==> config.mk <==
export PLATFORM = sky130hd
export DESIGN_NAME = retire_stats_monitor
export DESIGN_NICKNAME = d
export VERILOG_FILES = /design/src/verilog/retire_stats_pkg.sv /design/src/verilog/retire_class_if.sv /design/src/verilog/retire_decoder.sv /design/src/verilog/collection_window.sv /design/src/verilog/mix_counters.sv /design/src/verilog/uart_capture.sv /design/src/verilog/retire_stats_monitor.sv
export SDC_FILE = /design/constraint.sdc
export NUM_CORES = 1
export LEC_CHECK = 0
export BUFFER_PORTS_ARGS = -buffer_cell sky130_fd_sc_hd__buf_2
export CAP_MARGIN = 20
export CORE_MARGIN = 2
export CORE_UTILIZATION = 45
export CTS_BUF_LIST = sky130_fd_sc_hd__clkbuf_16
export DETAILED_ROUTE_END_ITERATION = 10
export HOLD_SLACK_MARGIN = 0.06
export SETUP_SLACK_MARGIN = 0.02
export SYNTH_ARGS = -nofsm -noshare
export SYNTH_HDL_FRONTEND = slang
export SYNTH_SLANG_ARGS = --single-unit
==> constraint.sdc <==
create_clock -name clk -period 15.2 [get_ports clk]
set_clock_uncertainty 0.15 [all_clocks]
set_input_delay 2.28 -clock clk [delete_from_list [all_inputs] [get_ports clk]]
set_output_delay 2.28 -clock clk [all_outputs]
set_load 0.005 [all_outputs]
==> src/verilog/retire_stats_pkg.sv <==
////////////////////////////////////////////////////////////////////////////
// Retirement statistics definitions
// Opcode, instruction class and window encodings shared by the monitor,
// plus the benchmark marker NOPs and the console UART data address
////////////////////////////////////////////////////////////////////////////

package retire_stats_pkg;

    localparam int INSTR_W = 32;

    // Classes that own a counter
    localparam int NUM_MIX_CLASSES = 7;

    // Benchmark marker NOPs (addi x0 x0 12 and addi x0 x0 13)
    localparam logic [INSTR_W-1:0] START_MARKER = 32'h00C0_0013;
    localparam logic [INSTR_W-1:0] END_MARKER   = 32'h00D0_0013;

    localparam logic [31:0] UART_TX_ADDR = 32'h8800_1000;

    // Major opcode field, instruction bits 6 to 2
    typedef enum logic [4:0] {
        OPC_LOAD     = 5'b00000,
        OPC_MISC_MEM = 5'b00011,
        OPC_OP_IMM   = 5'b00100,
        OPC_AUIPC    = 5'b00101,
        OPC_STORE    = 5'b01000,
        OPC_AMO      = 5'b01011,
        OPC_OP       = 5'b01100,
        OPC_LUI      = 5'b01101,
        OPC_BRANCH   = 5'b11000,
        OPC_JALR     = 5'b11001,
        OPC_JAL      = 5'b11011,
        OPC_SYSTEM   = 5'b11100
    } opcode_t;

    // Order matters, the first seven index the counters
    typedef enum logic [2:0] {
        MIX_ALU,
        MIX_BRANCH,
        MIX_MUL,
        MIX_DIV,
        MIX_LOAD,
        MIX_STORE,
        MIX_MISC,
        MIX_NONE
    } mix_class_t;

    typedef enum logic [1:0] {
        WIN_IDLE,
        WIN_COLLECTING,
        WIN_DONE
    } window_state_t;

endpackage

==> src/verilog/retire_class_if.sv <==
////////////////////////////////////////////////////////////////////////////
// Decoded retirement bus
// Per-port valid, class and marker flags from the retire decoders
////////////////////////////////////////////////////////////////////////////

`timescale 1ns/1ps

interface retire_class_if #(
    parameter int NUM_PORTS = 2
);

    logic                         valid     [NUM_PORTS];
    retire_stats_pkg::mix_class_t mix_class [NUM_PORTS];
    logic                         is_start  [NUM_PORTS];
    logic                         is_end    [NUM_PORTS];

    // Each decoder drives its own slot
    modport source (
        output valid,
        output mix_class,
        output is_start,
        output is_end
    );

    modport sink (
        input valid,
        input mix_class,
        input is_start,
        input is_end
    );

endinterface

==> src/verilog/retire_decoder.sv <==
////////////////////////////////////////////////////////////////////////////
// Retire port decoder
// Sorts one retired instruction into its mix class and spots the
// benchmark marker NOPs, one register stage onto the class bus
////////////////////////////////////////////////////////////////////////////

`timescale 1ns/1ps

module retire_decoder #(
    parameter int PORT_IDX = 0
) (
    input  logic                                 clk,
    input  logic                                 rst_n,
    input  logic                                 retire_valid,
    input  logic [retire_stats_pkg::INSTR_W-1:0] instruction,
    retire_class_if.source                       class_bus
);

    retire_stats_pkg::opcode_t    opcode;
    retire_stats_pkg::mix_class_t class_d;
    retire_stats_pkg::mix_class_t class_q;
    logic                         valid_q;
    logic                         start_q;
    logic                         end_q;

    assign opcode = retire_stats_pkg::opcode_t'(instruction[6:2]);

    always_comb begin
        case (opcode)
            retire_stats_pkg::OPC_OP: begin
                // M extension shares the OP major opcode, funct7 bit 0 set
                if (instruction[25]) begin
                    class_d = instruction[14] ? retire_stats_pkg::MIX_DIV
                                              : retire_stats_pkg::MIX_MUL;
                end else begin
                    class_d = retire_stats_pkg::MIX_ALU;
                end
            end
            retire_stats_pkg::OPC_OP_IMM,
            retire_stats_pkg::OPC_AUIPC,
            retire_stats_pkg::OPC_LUI:      class_d = retire_stats_pkg::MIX_ALU;
            retire_stats_pkg::OPC_BRANCH,
            retire_stats_pkg::OPC_JAL,
            retire_stats_pkg::OPC_JALR:     class_d = retire_stats_pkg::MIX_BRANCH;
            retire_stats_pkg::OPC_LOAD:     class_d = retire_stats_pkg::MIX_LOAD;
            retire_stats_pkg::OPC_STORE:    class_d = retire_stats_pkg::MIX_STORE;
            retire_stats_pkg::OPC_SYSTEM,
            retire_stats_pkg::OPC_MISC_MEM: class_d = retire_stats_pkg::MIX_MISC;
            // AMO and anything unknown stays out of the mix
            default:                        class_d = retire_stats_pkg::MIX_NONE;
        endcase
    end

    always_ff @(posedge clk) begin
        if (!rst_n) begin
            valid_q <= 1'b0;
            start_q <= 1'b0;
            end_q   <= 1'b0;
        end else begin
            valid_q <= retire_valid;
            start_q <= retire_valid && (instruction == retire_stats_pkg::START_MARKER);
            end_q   <= retire_valid && (instruction == retire_stats_pkg::END_MARKER);
        end
    end

    always_ff @(posedge clk) begin
        class_q <= class_d;
    end

    assign class_bus.valid[PORT_IDX]     = valid_q;
    assign class_bus.mix_class[PORT_IDX] = class_q;
    assign class_bus.is_start[PORT_IDX]  = start_q;
    assign class_bus.is_end[PORT_IDX]    = end_q;

    // Both markers are addi x0 encodings and must decode as ALU
    a_marker_is_alu: assert property (@(posedge clk) disable iff (!rst_n)
        (class_bus.is_start[PORT_IDX] || class_bus.is_end[PORT_IDX]) |->
            class_bus.mix_class[PORT_IDX] == retire_stats_pkg::MIX_ALU);

endmodule

==> src/verilog/collection_window.sv <==
////////////////////////////////////////////////////////////////////////////
// Collection window FSM
// Opens on a start marker NOP, closes on an end marker NOP and pulses
// clear whenever a window opens or restarts
////////////////////////////////////////////////////////////////////////////

`timescale 1ns/1ps

module collection_window #(
    parameter int NUM_PORTS = 2
) (
    input  logic         clk,
    input  logic         rst_n,
    retire_class_if.sink class_bus,
    output logic         collecting,
    output logic         clear,
    output logic         collection_done
);

    retire_stats_pkg::window_state_t state_q;
    retire_stats_pkg::window_state_t state_d;
    logic                            start_any;
    logic                            end_any;

    always_comb begin
        start_any = 1'b0;
        end_any   = 1'b0;
        for (int p = 0; p < NUM_PORTS; p++) begin
            start_any |= class_bus.is_start[p];
            end_any   |= class_bus.is_end[p];
        end
    end

    always_comb begin
        state_d = state_q;
        case (state_q)
            retire_stats_pkg::WIN_IDLE,
            retire_stats_pkg::WIN_DONE: begin
                if (start_any) state_d = retire_stats_pkg::WIN_COLLECTING;
            end
            retire_stats_pkg::WIN_COLLECTING: begin
                // Another start restarts, so it wins over an end
                if (!start_any && end_any) state_d = retire_stats_pkg::WIN_DONE;
            end
            default: state_d = retire_stats_pkg::WIN_IDLE;
        endcase
    end

    always_ff @(posedge clk) begin
        if (!rst_n) begin
            state_q <= retire_stats_pkg::WIN_IDLE;
            clear   <= 1'b0;
        end else begin
            state_q <= state_d;
            clear   <= start_any;
        end
    end

    assign collecting      = (state_q == retire_stats_pkg::WIN_COLLECTING);
    assign collection_done = (state_q == retire_stats_pkg::WIN_DONE);

    a_no_start_end_together: assert property (@(posedge clk) disable iff (!rst_n)
        !(start_any && end_any));

endmodule

==> src/verilog/mix_counters.sv <==
////////////////////////////////////////////////////////////////////////////
// Instruction mix counters
// One counter per class, summed over all retire ports while the
// window is open, read back through a registered select mux
////////////////////////////////////////////////////////////////////////////

`timescale 1ns/1ps

module mix_counters #(
    parameter int NUM_PORTS = 2,
    parameter int COUNT_W   = 32
) (
    input  logic                         clk,
    input  logic                         rst_n,
    retire_class_if.sink                 class_bus,
    input  logic                         collecting,
    input  logic                         clear,
    input  retire_stats_pkg::mix_class_t count_sel,
    output logic [COUNT_W-1:0]           count_value
);

    localparam int NCLS  = retire_stats_pkg::NUM_MIX_CLASSES;
    localparam int INC_W = $clog2(NUM_PORTS + 1);

    logic [INC_W-1:0]   inc    [NCLS];
    logic [COUNT_W-1:0] counts [NCLS];

    // Retirements per class this cycle, markers excluded
    always_comb begin
        for (int c = 0; c < NCLS; c++) begin
            inc[c] = '0;
            for (int p = 0; p < NUM_PORTS; p++) begin
                if (class_bus.valid[p] && !class_bus.is_start[p] && !class_bus.is_end[p] &&
                    class_bus.mix_class[p] == retire_stats_pkg::mix_class_t'(c)) begin
                    inc[c] = inc[c] + 1'b1;
                end
            end
        end
    end

    always_ff @(posedge clk) begin
        if (!rst_n) begin
            for (int c = 0; c < NCLS; c++) begin
                counts[c] <= '0;
            end
        end else begin
            for (int c = 0; c < NCLS; c++) begin
                // Restart drops the old total but keeps the first cycle in the window
                if (clear) begin
                    counts[c] <= COUNT_W'(inc[c]);
                end else if (collecting) begin
                    counts[c] <= counts[c] + COUNT_W'(inc[c]);
                end
            end
        end
    end

    always_ff @(posedge clk) begin
        if (!rst_n) begin
            count_value <= '0;
        end else if (int'(count_sel) < NCLS) begin
            count_value <= counts[count_sel];
        end else begin
            count_value <= '0;
        end
    end

    // Totals only grow between clears
    for (genvar c = 0; c < NCLS; c++) begin : g_wrap_chk
        a_no_wrap: assert property (@(posedge clk) disable iff (!rst_n)
            !clear |=> counts[c] >= $past(counts[c]));
    end

endmodule

==> src/verilog/uart_capture.sv <==
////////////////////////////////////////////////////////////////////////////
// Console UART snoop
// Watches AXI write beats and strobes out the byte sent to the UART
////////////////////////////////////////////////////////////////////////////

`timescale 1ns/1ps

module uart_capture #(
    parameter logic [31:0] UART_ADDR = retire_stats_pkg::UART_TX_ADDR
) (
    input  logic        clk,
    input  logic        rst_n,
    input  logic [31:0] axi_awaddr,
    input  logic        axi_wvalid,
    input  logic        axi_wready,
    input  logic [31:0] axi_wdata,
    output logic        uart_write,
    output logic [7:0]  uart_byte
);

    logic beat_hit;

    assign beat_hit = axi_wvalid && axi_wready && (axi_awaddr == UART_ADDR);

    always_ff @(posedge clk) begin
        if (!rst_n) uart_write <= 1'b0;
        else        uart_write <= beat_hit;
    end

    // Byte holds until the next UART beat
    always_ff @(posedge clk) begin
        if (beat_hit) uart_byte <= axi_wdata[7:0];
    end

endmodule

==> src/verilog/retire_stats_monitor.sv <==
////////////////////////////////////////////////////////////////////////////
// Retirement statistics monitor
// Classifies instructions on the core's retire ports, counts the mix
// inside the benchmark window and snoops console UART writes on AXI
////////////////////////////////////////////////////////////////////////////

`timescale 1ns/1ps

module retire_stats_monitor #(
    parameter int          NUM_PORTS = 2,
    parameter int          COUNT_W   = 32,
    parameter logic [31:0] UART_ADDR = retire_stats_pkg::UART_TX_ADDR
) (
    input  logic                                                clk,
    input  logic                                                rst_n,
    // Retire ports
    input  logic [NUM_PORTS-1:0]                                retire_valid,
    input  logic [NUM_PORTS-1:0][retire_stats_pkg::INSTR_W-1:0] retire_instruction,
    // AXI write snoop
    input  logic [31:0]                                         axi_awaddr,
    input  logic                                                axi_wvalid,
    input  logic                                                axi_wready,
    input  logic [31:0]                                         axi_wdata,
    // Statistics readout
    input  retire_stats_pkg::mix_class_t                        count_sel,
    output logic [COUNT_W-1:0]                                  count_value,
    output logic                                                collecting,
    output logic                                                collection_done,
    // Console
    output logic                                                uart_write,
    output logic [7:0]                                          uart_byte
);

    logic clear;

    retire_class_if #(.NUM_PORTS(NUM_PORTS)) class_bus ();

    ////////////////////////////////////////////////////////////////////////////
    // Per-port decode
    for (genvar p = 0; p < NUM_PORTS; p++) begin : g_decoder
        retire_decoder #(
            .PORT_IDX (p)
        ) decoder_i (
            .clk          (clk),
            .rst_n        (rst_n),
            .retire_valid (retire_valid[p]),
            .instruction  (retire_instruction[p]),
            .class_bus    (class_bus.source)
        );
    end

    ////////////////////////////////////////////////////////////////////////////
    // Window and counters
    collection_window #(
        .NUM_PORTS (NUM_PORTS)
    ) window_i (
        .clk             (clk),
        .rst_n           (rst_n),
        .class_bus       (class_bus.sink),
        .collecting      (collecting),
        .clear           (clear),
        .collection_done (collection_done)
    );

    mix_counters #(
        .NUM_PORTS (NUM_PORTS),
        .COUNT_W   (COUNT_W)
    ) counters_i (
        .clk         (clk),
        .rst_n       (rst_n),
        .class_bus   (class_bus.sink),
        .collecting  (collecting),
        .clear       (clear),
        .count_sel   (count_sel),
        .count_value (count_value)
    );

    uart_capture #(
        .UART_ADDR (UART_ADDR)
    ) uart_i (
        .clk        (clk),
        .rst_n      (rst_n),
        .axi_awaddr (axi_awaddr),
        .axi_wvalid (axi_wvalid),
        .axi_wready (axi_wready),
        .axi_wdata  (axi_wdata),
        .uart_write (uart_write),
        .uart_byte  (uart_byte)
    );

endmodule

==> run_results.csv <==
group,metric,value,unit
critical_path,crit_type,"in2reg",
synth,ys_seq_area_share,47.01,%
synth,yosysMostFrequentCell,"edfxtp_1",
synth,synth_fp_nets,1814,
placed_design,gp_congestion,0.8135,
critical_path,critPathCaptureType,"register",
critical_path,critPathBufInv,2,
cells_and_area,syn2layout_area_growth,13.01,%
run,cap_violations,0,
synth,synth.avg_cell_area,10.23,um2
critical_path,slowest_stage,"buf_4",
critical_path,cp_max_fo,77,
synth,synth_edf_count,232,
routing,vias_per_cell,6.093,
timing,setup_tns,0,ns
clocking,cts_max_path_buffers,3,
critical_path,cp_top_family,"buffers and inverters",
routing,firstDrtPassIters,5,
timing,slew_violations,0,
routing,antenna_left,0,
floorplan,rows,70,
critical_path,timing.critical_path.cells,"buf_2, nor2b_1, nand2b_4, buf_4",
cells_and_area,final_nets,1920,
synth,syn_inst,1649,
clocking,cts.reportedPaths.clkPinSlew,0.06,ns
critical_path,crit_cells,4,
clocking,clockRootBuffer,"clkbuf_16",
outcome,outcome,"complete, no violations",
synth,ys_ff_latch,280,
routing,wire_per_inst,19.39,um
critical_path,crit_start,"rst_n",
synth,synth_area_leaders,"edfxtp_1 41%, dfxtp_1 5.7%, mux4_2 4.1%",
grt,overflow,0,
routing,drc,0,
floorplan,fp.dieH,197.6,um
routing,drt_wl_total,43.61,mm
critical_path,r2r_end,"counters_i.counts[2][16]",
routing,via_count,13700,
synth,synth-main-ff-cell,"edfxtp_1",
grt,grt_usage,22.43,%
grt,antenna_found_initial,0,
synth,ys_types,63,
floorplan,die_width,197.6,um
timing,finalCritPeriodShare,27.99,%
synth,synth_top_area_share,41.31,%
timing,tightest_slew,1.091,ns
timing,hold_violations,0,
worst_hold_path,hold_path_class,"reg2reg",
clocking,htreeDepth,2,
pwr,ir_worst_vdd,0.00006473,V
grt,grt_max_degree,92,
floorplan,dieArea,39040,um2
clocking,cts_tree,"built",
floorplan,start_util,45.84,%
timing,period_needed,4.255,ns
placed_design,place_hpwl,29.99,mm
synth,async_flop_share,0,%
critical_path,crit_path_start_kind,"primary input",
pwr,power_density,96.36,nW/um2
cells_and_area,drive_gt1_share,15.50,%
clocking,cts_resized,0,
clocking,cts_setup_buffers,0,
critical_path,cpPeakStageDelay,0.94,ns
placed_design,place_inst,2187,
timing,max_freq,235.0,MHz
floorplan,core_area,36790,um2
synth,synthesis.area,16860,um2
grt,grt_pass1_wl,69.99,mm
critical_path,crit_required,15.18,ns
grt,grt_pass1_vias,12990,
timing,timing.slew.headroom,27.29,%
timing,rsz0062_at_grt,"false",
synth,synth_top_area_cell,"edfxtp_1",
critical_path,r2r-start,"g_decoder[0].decoder_i.start_q",
synth,synth_top_cells_by_count,"232 x edfxtp_1, 135 x nand2_1, 135 x nor2_1, 133 x a21oi_1, 88 x o21ai_0",
clocking,cts_inserted_buffers,34,
critical_path,endpoint,"counters_i.counts[0][31]",
critical_path,worst_r2r_path_depth,9,
clocking,clk_latency,0.52,ns
pwr,leakagePower,6.420,nW
routing,drtIter0Drc,1125,
timing,hold_ws,0.3472,ns
critical_path,cp.arrival,4.24,ns
synth,synth_warnings,0,
cells_and_area,final_cells,2249,
placed_design,port_buffers,155,
cells_and_area,n_antenna_cell,0,
critical_path,reg2reg_slack,11.01,ns
floorplan,ioPinCount,180,
clocking,cts.sinks,280,
clocking,ctsHoldBuffers,0,
cells_and_area,fill_cells,3389,
timing,setup_viol,0,
report_power, final:
part	switching (mW)	internal (mW)	total [mW]
registers	0.0337	0.858	0.891
logic	0.0659	0.0528	0.119
clock network	0.330	0.497	0.826
through the flow:
stage / worst slack, ns / cell area (um2) / total power, mW / util (%)
after CTS: 10.95 / 19060 / 1.855 / 51.80
after global routing: 10.81 / 19060 / 1.901 / 51.80
final: 10.95 / 19060 / 1.836 / 51.80
after detailed placement: 10.39 / 17910 / 1.027 / 48.70
after floorplan: 7.679 / 16860 / 0.9731 / -
after global placement: 10.34 / 17890 / 1.023 / 48.63
registers in the layout (all words and copies together) (netlist names):
register / count
counters_i.count_value: 32
counters_i.counts: 224
g_decoder.decoder_i.class_q: 6
g_decoder.decoder_i.end_q: 2
g_decoder.decoder_i.start_q: 2
g_decoder.decoder_i.valid_q: 2
uart_i.uart_byte: 8
uart_i.uart_write: 1
window_i.clear: 1
window_i.state_q: 2
cells in the final DEF (no fill, tap or decap), types with 44 or more instances in the layout:
cell type  count
nor2_1       135
mux2i_1       69
o21ai_0       88
a21oi_1      133
nand4_1       55
dfxtp_1       48
nand2_1      134
inv_1         44
nand3_1       60
or3_1         49
or4_1         87
buf_2        153
edfxtp_1     232
o31ai_1       78
cells by family after synthesis:
kind of cell	count (synthesis)	share of synthesized area, %
XOR/XNOR	73	3.792
multiplexers	101	8.392
flip-flops	280	47.01
adder cells (fa/ha/maj)	28	2.389
AND/OR/NAND/NOR	699	23.33
AO/OA/AOI/OAI	333	11.62
buffers and inverters	135	3.465
cell type report:
type,count,area [um2],share of cell area [%]
multi-input combinational,1234,8372,43.93
sequential,280,7928,41.60
clock buffer,41,1026,5.384
timing repair buffer,166,883.3,4.636
tap,468,585.6,3.073
inverter,39,146.4,0.7682
clock inverter,21,115.1,0.6041
worst min-delay path by stage:
stage,start,endpoint,depth (start not counted)
2_1_floorplan,g_decoder[1].decoder_i.start_q,window_i.clear,1
3_3_place_gp,g_decoder[1].decoder_i.start_q,window_i.clear,1
3_5_place_dp,g_decoder[1].decoder_i.start_q,window_i.clear,1
4_1_cts,g_decoder[1].decoder_i.start_q,window_i.clear,1
5_1_grt,g_decoder[1].decoder_i.start_q,window_i.clear,1
6_report,g_decoder[1].decoder_i.start_q,window_i.clear,1
routing by layer:
metal  wire length (um)  track usage (%)
met1              19570            30.87
met2              21190            37.36
met3               2014            3.039
met4                840            5.820
met5                  0                0
Note: power is estimated with default switching activity, not from simulation.
